<file path="config.mk">
export PLATFORM = sky130hd
export DESIGN_NAME = abus_ctrl
export DESIGN_NICKNAME = d
export VERILOG_FILES = /design/src/source/abus_pkg.sv /design/src/source/memcon_regs.sv /design/src/source/addr_decode.sv /design/src/source/dram_addr_mux.sv /design/src/source/page_match.sv /design/src/source/abus_ctrl.sv
export VERILOG_INCLUDE_DIRS = /design/src /design/src/source
export SDC_FILE = /design/constraint.sdc
export NUM_CORES = 1
export LEC_CHECK = 0
export BUFFER_PORTS_ARGS = -buffer_cell sky130_fd_sc_hd__buf_2
export CORE_MARGIN = 2
export CORE_UTILIZATION = 35
export DETAILED_ROUTE_END_ITERATION = 8
export PLACE_DENSITY = 0.63
export SYNTH_ARGS = -nofsm -noshare
export SYNTH_HDL_FRONTEND = slang
export SYNTH_SLANG_ARGS = --single-unit
</file>
<file path="constraint.sdc">
create_clock -name sys_clk -period 4.35 [get_ports sys_clk]
set_clock_uncertainty 0.2 [all_clocks]
set_input_delay 0.435 -clock sys_clk [delete_from_list [all_inputs] [get_ports sys_clk]]
set_output_delay 0.435 -clock sys_clk [all_outputs]
set_load 0.05 [all_outputs]
</file>
<file path="src/source/abus_consts.svh">
// Width, region-code and device-page constants of the address-bus controller; include where needed
`ifndef ABUS_CONSTS_SVH
`define ABUS_CONSTS_SVH

// Bus address width
`define ABUS_ADDR_W 24

// Multiplexed DRAM address width
`define ABUS_MA_W 11

// Config read-back bus width
`define ABUS_DATA_W 16

// Row shift before the bank column and width adjustment
`define ABUS_ROW_BASE 8

// Internal device page on address bits 20:16
`define ABUS_INTDEV_PAGE 5'b00001

// Device window on address bits 20:17
`define ABUS_DEV_WIN 4'b1000

// 32-bit device code on address bits 20:15
`define ABUS_DEV32_CODE 6'b100001

// DRAM banks with an open-row register each
`define ABUS_NBANKS 2

`endif

</file>
<file path="src/source/abus_pkg.sv">
// Shared types of the address-bus controller, compiled before every RTL module that uses them
`default_nettype none

`include "abus_consts.svh"

package abus_pkg;

	// Bus address as seen on the CPU side
	typedef logic [`ABUS_ADDR_W-1:0] addr_t;

	// Row or column address driven to the DRAMs
	typedef logic [`ABUS_MA_W-1:0] ma_t;

	// Config word on the read-back bus
	typedef logic [`ABUS_DATA_W-1:0] data_t;

	// Port width code, 0 is 8 bits up to 3 for 64 bits
	typedef logic [1:0] width_t;

	// Column-count code of a DRAM bank
	typedef logic [1:0] cols_t;

	// Bank selects
	// bit 0 low ROM, bit 1 upper ROM, bit 2 DRAM bank 1, bit 3 DRAM bank 0
	typedef logic [3:0] bs_t;

	// Both config words, MEMCON1 fields first
	typedef struct packed {
		logic romhi;
		width_t romwid;
		logic [1:0] romspd;
		logic [1:0] dspd;
		logic fastrom;
		logic [1:0] iospd;
		logic nocpu;
		logic cpu32;
		cols_t cols0;
		width_t dwid0;
		cols_t cols1;
		width_t dwid1;
		logic bigend;
		logic hilo;
	} memcon_t;

	// Held address and its registered decode
	typedef struct packed {
		addr_t addr;
		bs_t bs;
		logic dram;
		logic intdev;
		width_t mw;
		logic bank1;
	} decode_t;

endpackage

`default_nettype wire

</file>
<file path="src/source/memcon_regs.sv">
// MEMCON1/MEMCON2 config registers, configured flag and read-back mux; one instance in abus_ctrl
`default_nettype none

module memcon_regs (
	input wire logic sys_clk,
	input wire logic resetl,
	input abus_pkg::data_t din,
	input wire logic memc1w,
	input wire logic memc2w,
	input wire logic memc1r,
	input wire logic memc2r,
	output abus_pkg::memcon_t cfg,
	output logic configured,
	output abus_pkg::data_t dr_out,
	output logic dr_oe
);

	abus_pkg::data_t word1;
	abus_pkg::data_t word2;

	// Config words, loaded by their own write strobe
	always_ff @(posedge sys_clk) begin
		if (!resetl) begin
			cfg <= '0;
		end else begin
			if (memc1w) begin
				cfg.romhi <= din[0];
				cfg.romwid <= din[2:1];
				cfg.romspd <= din[4:3];
				cfg.dspd <= din[6:5];
				cfg.fastrom <= din[7];
				cfg.iospd <= din[12:11];
				cfg.nocpu <= din[13];
				cfg.cpu32 <= din[14];
			end
			if (memc2w) begin
				cfg.cols0 <= din[1:0];
				cfg.dwid0 <= din[3:2];
				cfg.cols1 <= din[5:4];
				cfg.dwid1 <= din[7:6];
				cfg.bigend <= din[12];
				cfg.hilo <= din[13];
			end
		end
	end

	// First MEMCON1 write switches decode to the configured map
	always_ff @(posedge sys_clk) begin
		if (!resetl) begin
			configured <= 1'b0;
		end else if (memc1w) begin
			configured <= 1'b1;
		end
	end

	// Read-back images, unused bits zero
	assign word1 = {1'b0, cfg.cpu32, cfg.nocpu, cfg.iospd, 3'b000, cfg.fastrom,
		cfg.dspd, cfg.romspd, cfg.romwid, cfg.romhi};
	assign word2 = {2'b00, cfg.hilo, cfg.bigend, 4'h0, cfg.dwid1, cfg.cols1,
		cfg.dwid0, cfg.cols0};

	// Both reads at once OR the words together, as the shared bus would
	assign dr_out = (memc1r ? word1 : '0) | (memc2r ? word2 : '0);
	assign dr_oe = memc1r | memc2r;

	// Only reset may take the controller back to the boot map
	configured_sticky: assert property (
		@(posedge sys_clk) disable iff (!resetl)
		configured |=> configured
	);

endmodule

`default_nettype wire

</file>
<file path="src/source/addr_decode.sv">
// Stage 1 of the controller; latches the bus address on ack and registers the region decode
`default_nettype none

`include "abus_consts.svh"

module addr_decode (
	input wire logic sys_clk,
	input wire logic resetl,
	input abus_pkg::addr_t a_in,
	input wire logic ack,
	input wire logic mreq,
	input abus_pkg::memcon_t cfg,
	input wire logic configured,
	output abus_pkg::decode_t dec
);

	logic [2:0] rgn;
	logic dev_win;
	logic dev32;
	logic low_rgn;
	abus_pkg::decode_t dec_nxt;

	// Region code, complemented when the ROM sits at the top
	assign rgn = cfg.romhi ? ~a_in[23:21] : a_in[23:21];

	// Device window and its 32-bit sub-page
	assign dev_win = (a_in[20:17] == `ABUS_DEV_WIN);
	assign dev32 = (a_in[20:15] == `ABUS_DEV32_CODE);

	// Boot ROM region, or the whole map before configuration
	assign low_rgn = !configured || (rgn == 3'b000);

	always_comb begin
		dec_nxt = '0;
		dec_nxt.addr = a_in;
		// No memory cycle, no selects
		if (mreq) begin
			if (!configured) begin
				// Boot map, ROM everywhere except the device window
				dec_nxt.bs[0] = !dev_win;
			end else begin
				dec_nxt.bs[0] = (rgn == 3'b000) && !dev_win;
				dec_nxt.bs[1] = (rgn == 3'b001) || (rgn[2:1] == 2'b01);
				dec_nxt.bs[2] = (rgn[2:1] == 2'b10);
				dec_nxt.bs[3] = (rgn[2:1] == 2'b11);
			end
			dec_nxt.dram = dec_nxt.bs[2] | dec_nxt.bs[3];
			dec_nxt.bank1 = dec_nxt.bs[2];
			dec_nxt.intdev = low_rgn && (a_in[20:16] == `ABUS_INTDEV_PAGE);
			// Port width of whatever answers
			if (dec_nxt.bs[0] || dec_nxt.bs[1]) begin
				dec_nxt.mw = cfg.romwid;
			end else if (dec_nxt.bs[2]) begin
				dec_nxt.mw = cfg.dwid1;
			end else if (dec_nxt.bs[3]) begin
				dec_nxt.mw = cfg.dwid0;
			end else if (low_rgn && dev_win) begin
				dec_nxt.mw = dev32 ? 2'd2 : 2'd1;
			end
		end
	end

	// Held until the next ack
	always_ff @(posedge sys_clk) begin
		if (!resetl) begin
			dec <= '0;
		end else if (ack) begin
			dec <= dec_nxt;
		end
	end

	// Never more than one device selected
	bs_onehot: assert property (
		@(posedge sys_clk) disable iff (!resetl)
		ack |=> $onehot0(dec.bs)
	);

endmodule

`default_nettype wire

</file>
<file path="src/source/dram_addr_mux.sv">
// Stage 2 of the controller; forms DRAM row and column addresses and registers ma
`default_nettype none

`include "abus_consts.svh"

module dram_addr_mux (
	input wire logic sys_clk,
	input wire logic resetl,
	input abus_pkg::decode_t dec,
	input abus_pkg::memcon_t cfg,
	input wire logic mux,
	output abus_pkg::ma_t row,
	output abus_pkg::ma_t ma
);

	abus_pkg::width_t dwid;
	abus_pkg::cols_t cols;
	logic [4:0] row_shift;
	abus_pkg::ma_t col;

	// Geometry of the bank being addressed
	assign dwid = dec.bank1 ? cfg.dwid1 : cfg.dwid0;
	assign cols = dec.bank1 ? cfg.cols1 : cfg.cols0;

	// Column drops the byte lanes of the bank width
	assign col = abus_pkg::ma_t'(dec.addr >> dwid);

	// Row sits above the column bits
	// at most 8+3+3
	assign row_shift = 5'(`ABUS_ROW_BASE) + {3'b000, dwid} + {3'b000, cols};
	assign row = abus_pkg::ma_t'(dec.addr >> row_shift);

	// RAS phase drives the row, CAS phase the column
	always_ff @(posedge sys_clk) begin
		if (!resetl) begin
			ma <= '0;
		end else begin
			ma <= mux ? row : col;
		end
	end

endmodule

`default_nettype wire

</file>
<file path="src/source/page_match.sv">
// Open-row registers of the DRAM banks and page-hit compare; one instance in abus_ctrl
`default_nettype none

`include "abus_consts.svh"

module page_match (
	input wire logic sys_clk,
	input wire logic resetl,
	input abus_pkg::decode_t dec,
	input abus_pkg::ma_t row,
	input wire logic newrow,
	input wire logic resrow,
	output logic match
);

	abus_pkg::ma_t open_row [`ABUS_NBANKS];
	logic [`ABUS_NBANKS-1:0] row_valid;

	// Row opened by the controller, only for DRAM cycles
	always_ff @(posedge sys_clk) begin
		if (newrow && dec.dram) begin
			open_row[dec.bank1] <= row;
		end
	end

	// Refresh or precharge closes every bank
	always_ff @(posedge sys_clk) begin
		if (!resetl) begin
			row_valid <= '0;
		end else if (resrow) begin
			row_valid <= '0;
		end else if (newrow && dec.dram) begin
			row_valid[dec.bank1] <= 1'b1;
		end
	end

	// Hit when the addressed bank already has this row open
	assign match = dec.dram && row_valid[dec.bank1] && (open_row[dec.bank1] == row);

	// Opening a row gives a hit on the same address next cycle
	open_then_hit: assert property (
		@(posedge sys_clk) disable iff (!resetl)
		(newrow && dec.dram && !resrow) |=> (match || $changed(dec) || $changed(row))
	);

endmodule

`default_nettype wire

</file>
<file path="src/source/abus_ctrl.sv">
// Address-bus controller top; config registers, decode, DRAM address and page-hit stages
`default_nettype none

module abus_ctrl (
	input wire logic sys_clk,
	input wire logic resetl,
	input abus_pkg::addr_t a_in,
	input wire logic ack,
	input wire logic mreq,
	input wire logic mux,
	input abus_pkg::data_t din,
	input wire logic memc1w,
	input wire logic memc2w,
	input wire logic memc1r,
	input wire logic memc2r,
	input wire logic newrow,
	input wire logic resrow,
	output abus_pkg::addr_t aout,
	output abus_pkg::bs_t bs,
	output logic dram,
	output logic intdev,
	output abus_pkg::width_t mw,
	output abus_pkg::ma_t ma,
	output logic match,
	output logic bigend,
	output logic hilo,
	output abus_pkg::data_t dr_out,
	output logic dr_oe
);

	abus_pkg::memcon_t cfg;
	logic configured;
	abus_pkg::decode_t dec;
	abus_pkg::ma_t row;

	memcon_regs memcon_regs_i (
		.sys_clk(sys_clk),
		.resetl(resetl),
		.din(din),
		.memc1w(memc1w),
		.memc2w(memc2w),
		.memc1r(memc1r),
		.memc2r(memc2r),
		.cfg(cfg),
		.configured(configured),
		.dr_out(dr_out),
		.dr_oe(dr_oe)
	);

	// Stage 1
	addr_decode addr_decode_i (
		.sys_clk(sys_clk),
		.resetl(resetl),
		.a_in(a_in),
		.ack(ack),
		.mreq(mreq),
		.cfg(cfg),
		.configured(configured),
		.dec(dec)
	);

	// Stage 2
	dram_addr_mux dram_addr_mux_i (
		.sys_clk(sys_clk),
		.resetl(resetl),
		.dec(dec),
		.cfg(cfg),
		.mux(mux),
		.row(row),
		.ma(ma)
	);

	page_match page_match_i (
		.sys_clk(sys_clk),
		.resetl(resetl),
		.dec(dec),
		.row(row),
		.newrow(newrow),
		.resrow(resrow),
		.match(match)
	);

	// Decode fields out to the memory interface
	assign aout = dec.addr;
	assign bs = dec.bs;
	assign dram = dec.dram;
	assign intdev = dec.intdev;
	assign mw = dec.mw;

	// Byte order controls straight from MEMCON2
	assign bigend = cfg.bigend;
	assign hilo = cfg.hilo;

endmodule

`default_nettype wire

</file>
# After elaboration in Yosys (flattened, before gate mapping)
# Memory sizes are Yosys's and may differ from the RTL's. A register that Yosys moved wholly into a read port is not among the register bits.
# Index checks and enable logic that the tools add are counted.
[totals]
regBits = 69
mem_bits_rw = 22
output_inout_bits = 63
mem_count = 1
[mem_list]
columns = ["name", "depth", "width", "rd", "rd_clocked_by_memory_dff", "wr", "line_no", "text"]
rows = [
  ["page_match_i.open_row", 2, 11, 1, 1, 1, "page_match.sv:16", "abus_pkg::ma_t open_row [`ABUS_NBANKS];"],
]
[classes]
addsub = 2
n_lt_le_gt_ge = 2
eq_ne = 8
shifts = 2
muxes = 24
bitwise_logic = 6
n_reduce_logical = 14
[op_table]
columns = ["cell", "count"]
rows = [
  ["24-bit by 2-bit >> shifter with 11-bit output", 1],
  ["24-bit by 5-bit >> shifter with 11-bit output", 1],
  ["16-bit OR", 1],
  ["15-bit 2-to-1 mux", 1],
  ["14-bit 2-to-1 mux", 1],
  ["2-bit 2-to-1 mux", 7],
  ["11-bit equality test", 1],
  ["11-bit 2-to-1 mux", 1],
  ["1-bit 2-to-1 mux", 9],
  ["3-bit 2-to-1 mux", 3],
  ["9-bit 2-to-1 mux", 1],
  ["1-bit logical AND", 7],
  ["6-bit equality test, second input constant", 1],
  ["4-bit by 2-bit adder with 5-bit output, first input constant", 1],
  ["5-bit by 2-bit adder with 5-bit output", 1],
  ["5-bit by 1-bit equality test with 1-bit output, second input constant", 1],
  ["2-bit equality test, second input constant", 2],
  ["4-bit equality test, second input constant", 1],
  ["3-bit by 1-bit equality test with 1-bit output, second input constant", 1],
  ["3-bit logical NOT", 1],
  ["1-bit logical OR", 3],
  ["3-bit inverter", 1],
  ["2-bit by 1-bit equality test with 1-bit output, second input constant", 1],
  ["1-bit logical NOT", 2],
  ["7 further kinds", 8],
]

# Depth between registers and ports, before layout
[logic_depth]
ltp_word = 12
depth_mapped = 14

# Hierarchy
# A second synthesis with hierarchy kept.
[hier_totals]
hier_cells = 404
hier_area_um2 = 4718.3
[modules_own_cells]
columns = ["mod", "instances", "cells_per_inst", "area_per_inst_um2", "seq_area_each_um2"]
rows = [
  ["addr_decode", 1, 156, 1511.4, 640.6],
  ["dram_addr_mux", 1, 93, 1164.9, 220.2],
  ["memcon_regs", 1, 93, 1022.2, 460.4],
  ["page_match", 1, 62, 1019.7, 700.7],
]

# Worst setup path before layout
# OpenSTA, ideal clock, no wires.
[synth_path]
path_type = "register to output"
start = "register addr_decode_i.dec[7] (netlist name)"
end = "output port match"
arrival_ps = 4516
required_time_ps = 3715
path_slack_ps = -801
path_stages_with_launch = 15
path_buffers = 4
cell_sequence = "dfxtp_1 -> buf_2 -> mux2i_2 -> buf_6 -> inv_1 -> ha_1 -> inv_1 -> fa_1 -> buf_2 -> buf_2 -> mux4_2 -> mux2_2 -> xor2_1 -> nand4_1 -> nor4_2"
[synth_lines]
columns = ["element", "line_no", "text"]
rows = [
  ["to (decl)", "abus_ctrl.sv:24", "output logic match,"],
]

==> impl_metrics.env <==
export IMPL_yosys_top_cells_area="dfxtp_1 29%, mux2i_1 15%, edfxtp_1 14%"
export IMPL_crit_type="flop to output pin"
export IMPL_layout_common_cells="104 x buf_2, 72 x mux2i_1, 68 x dfxtp_1, 58 x nor2b_1"
export IMPL_postSynth_asyncResetShare_pct=0
export IMPL_nets=557
export IMPL_p_per_area_nw_per_um2=371.4
export IMPL_slowest_delay_ns=0.54
export IMPL_critPathMaxFanout=19
export IMPL_crit_reg2reg_launch="addr_decode_i.dec[7]"
export IMPL_grt_pass1_wl_um=18610
export IMPL_syn_inst=415
export IMPL_drcViolationCount=0
export IMPL_synthFlopType="dfxtp_1"
export IMPL_routedWlPerCell_um=16.75
export IMPL_worstSetupStartpoint="addr_decode_i.dec[7]"
export IMPL_multi_input_area_um2=2608
export IMPL_status="complete, no violations"
export IMPL_drt_first_pass_iters=4
export IMPL_portBuffers=105
export IMPL_critPathCaptureType="output pin"
export IMPL_ff2ff_path_depth=10
export IMPL_gp_congestion=0.7633
export IMPL_ir_worst_vdd_uv=180.4
export IMPL_max_cap_violations=0
export IMPL_r2r_end="dram_addr_mux_i.ma[6]"
export IMPL_tns_ns=0
export IMPL_critPathLaunchType="flop"
export IMPL_synth_seq_area_share_pct=42.32
export IMPL_cpMaxStageDelayCell="mux4_2"
export IMPL_synth_edf_count=22
export IMPL_drt_total_wl_um=11470
export IMPL_endpoint="match"
export IMPL_fillers=1333
export IMPL_ant_nets=0
export IMPL_row_count=42
export IMPL_grt_pass1_vias=3514
export IMPL_clk_latency_ns=0.34
export IMPL_n_antenna_cell=0
export IMPL_io_pins=114
export IMPL_synth_seq_cells=91
export IMPL_cts_root_buffer="clkbuf_16"
export IMPL_grt_antenna_before_repair=1
export IMPL_worst_pin_slew_ns=1.104
export IMPL_grt_setup_unrepaired="false"
export IMPL_die_h_um=121.4
export IMPL_finalHoldWorstSlack_ns=0.1568
export IMPL_period_share_pct=95.57
export IMPL_h_tree_depth=3
export IMPL_core_area_um2=13350
export IMPL_area_growth_pct=19.76
export IMPL_regArea_um2=2046
export IMPL_worstPathCellList="mux2_2 -> ha_1 -> inv_1 -> fa_1 -> buf_8 -> mux2_4 -> mux4_2 -> mux2i_1 -> nand4_1 -> nor4_4 -> buf_6"
export IMPL_overflow=0
export IMPL_layout_commonest_cell="buf_2"
export IMPL_numCtsBuffers=9
export IMPL_syn_area_um2=4825
export IMPL_ys_warnings_count=0
export IMPL_drv_slew=0
export IMPL_die_area_um2=14740
export IMPL_hold_path_class="input port to flop"
export IMPL_fmax_ghz=0.2405
export IMPL_critPathRequiredTime_ns=3.71
export IMPL_drtIter0Drc=165
export IMPL_arrival_ns=3.52
export IMPL_r2r_slack_ns=1.37
export IMPL_dp_hpwl_um=8223
export IMPL_grt_usage_pct=16.14
export IMPL_clk_pin_slew_ns=0.07
export IMPL_die_x_um=121.4
export IMPL_clockBufferDepth=2
export IMPL_initial_utilization_pct=36.15
export IMPL_via_per_inst=5.108
export IMPL_p_leak_nw=2.467
export IMPL_hold_viol_final=0
export IMPL_synth_top_cell_area_share_pct=28.63
export IMPL_drive_gt1_share_pct=33.79
export IMPL_syn_area_per_cell_um2=11.63
export IMPL_layout_min_cycle_time_ns=4.157
export IMPL_yosysUniqueCellTypes=52
export IMPL_yosysTopAreaCell="dfxtp_1"
export IMPL_max_slew_margin_pct=26.13
export IMPL_clock_sinks=91
export IMPL_grt_max_degree=69
export IMPL_cts_tree="yes"
export IMPL_finalSetupViolations=0
export IMPL_vias=3499
## repair_timing
| item | 4_1_cts | 5_1_grt |
|---|---|---|
| resized for setup | 0 | 6 |
| buffers inserted | 0 | 0 |
| endpoints found under the hold margin | 0 | 0 |
| setup endpoints to repair | 0 | 1 |
| hold buffers | 0 | 0 |
## flip-flops by register name (all words and copies together), names as in the netlist, named ones only
signal	cells
dram_addr_mux_i.ma	11
page_match_i.row_valid	2
memcon_regs_i.cfg	22
page_match_i.open_row	22
memcon_regs_i.configured	1
addr_decode_i.dec	32
## cell usage after synthesis, types with 2 or more instances
| master | number |
|---|---|
| buf_1 | 5 |
| a41oi_1 | 2 |
| edfxtp_1 | 22 |
| buf_6 | 3 |
| buf_4 | 5 |
| xor2_1 | 10 |
| nor2_1 | 10 |
| inv_1 | 7 |
| nand3_1 | 7 |
| clkbuf_1 | 17 |
| nor3_1 | 2 |
| a211o_1 | 3 |
| buf_2 | 6 |
| nor2b_1 | 58 |
| or3b_2 | 2 |
| mux4_2 | 22 |
| a211oi_1 | 2 |
| and2_1 | 7 |
| a22o_1 | 10 |
| nand3b_1 | 2 |
| dfxtp_1 | 69 |
| mux2_2 | 12 |
| a21oi_1 | 2 |
| mux2_4 | 3 |
| nand2b_1 | 10 |
| nand4_1 | 5 |
| nand2_1 | 8 |
| mux2i_1 | 72 |
| a21boi_0 | 9 |
## metrics by stage
stage / setup slack [ns] / instances / utilization [%] / power, mW / area [um^2]
global placement: 0.4123 / 669 / 40.94 / 1.385 / 5464
detailed placement: 0.3929 / 669 / 40.94 / 1.393 / 5464
floorplan: 0.006217 / 418 / - / 1.291 / 4866
CTS: 0.01606 / 685 / 43.14 / 2.170 / 5758
global route: 0.006390 / 685 / 43.29 / 2.244 / 5778
finish: 0.1928 / 685 / 43.29 / 2.146 / 5778
## worst max-delay path, delay by kind of cell (launching register included)
| family | cells | cell delay, ns |
|---|---|---|
| DFF | 1 | 0.43 |
| adders and majority gates | 2 | 0.39 |
| buffers and inverters | 3 | 0.45 |
| and+or+nand+nor | 2 | 0.47 |
| muxes | 4 | 1.44 |
## worst min path at each step
stage          slack [ns]                         to                       from  cells after the start
3_5_place_dp         0.27       addr_decode_i.dec[8]       addr_decode_i.dec[8]                      2
4_1_cts              0.15      addr_decode_i.dec[13]                    a_in[4]                      3
5_1_grt              0.16      addr_decode_i.dec[22]                   a_in[13]                      3
3_3_place_gp         0.25  page_match_i.row_valid[1]  page_match_i.row_valid[1]                      2
6_report             0.16      memcon_regs_i.cfg[10]                    din[14]                      3
2_1_floorplan        0.23  page_match_i.row_valid[1]  page_match_i.row_valid[1]                      2
## cell type report
type	count	share of cell area, %
clock inverters	6	1.126
repair buffers	111	10.11
clock buffers	10	3.963
multi-input cells	284	45.13
inverters	7	0.4547
well taps	176	3.811
flip-flops and latches	91	35.40
## metal layers
metal / global-route usage, % / up-vias / share of wire (%) / wire [um]
met1: 21.53 / 1729 / 47 / 5351
met4: 4.670 / 2 / 1.1 / 125
li1: - / 1680 / - / -
met5: 0 / - / 0.11 / 13
met2: 25.32 / 79 / 47 / 5383
met3: 4.887 / 9 / 5.2 / 597
## report_power, final
group	internal, mW	total (mW)	switching, mW
clock	0.446	0.772	0.326
sequential	0.907	0.947	0.0399
combinational	0.164	0.427	0.263
total	1.52	2.15	0.630
## cell families after synthesis
| logic type | after synthesis | synth area share (%) |
|---|---|---|
| other cells | 1 | 0.07773 |
| xor+xnor | 11 | 1.997 |
| flops | 91 | 42.32 |
| simple gates | 117 | 14.50 |
| buf+inv | 43 | 4.357 |
| mux | 110 | 29.23 |
| fa+ha+maj | 2 | 0.6742 |
| compound gates | 40 | 6.847 |
(Power assumes the default switching activity.)
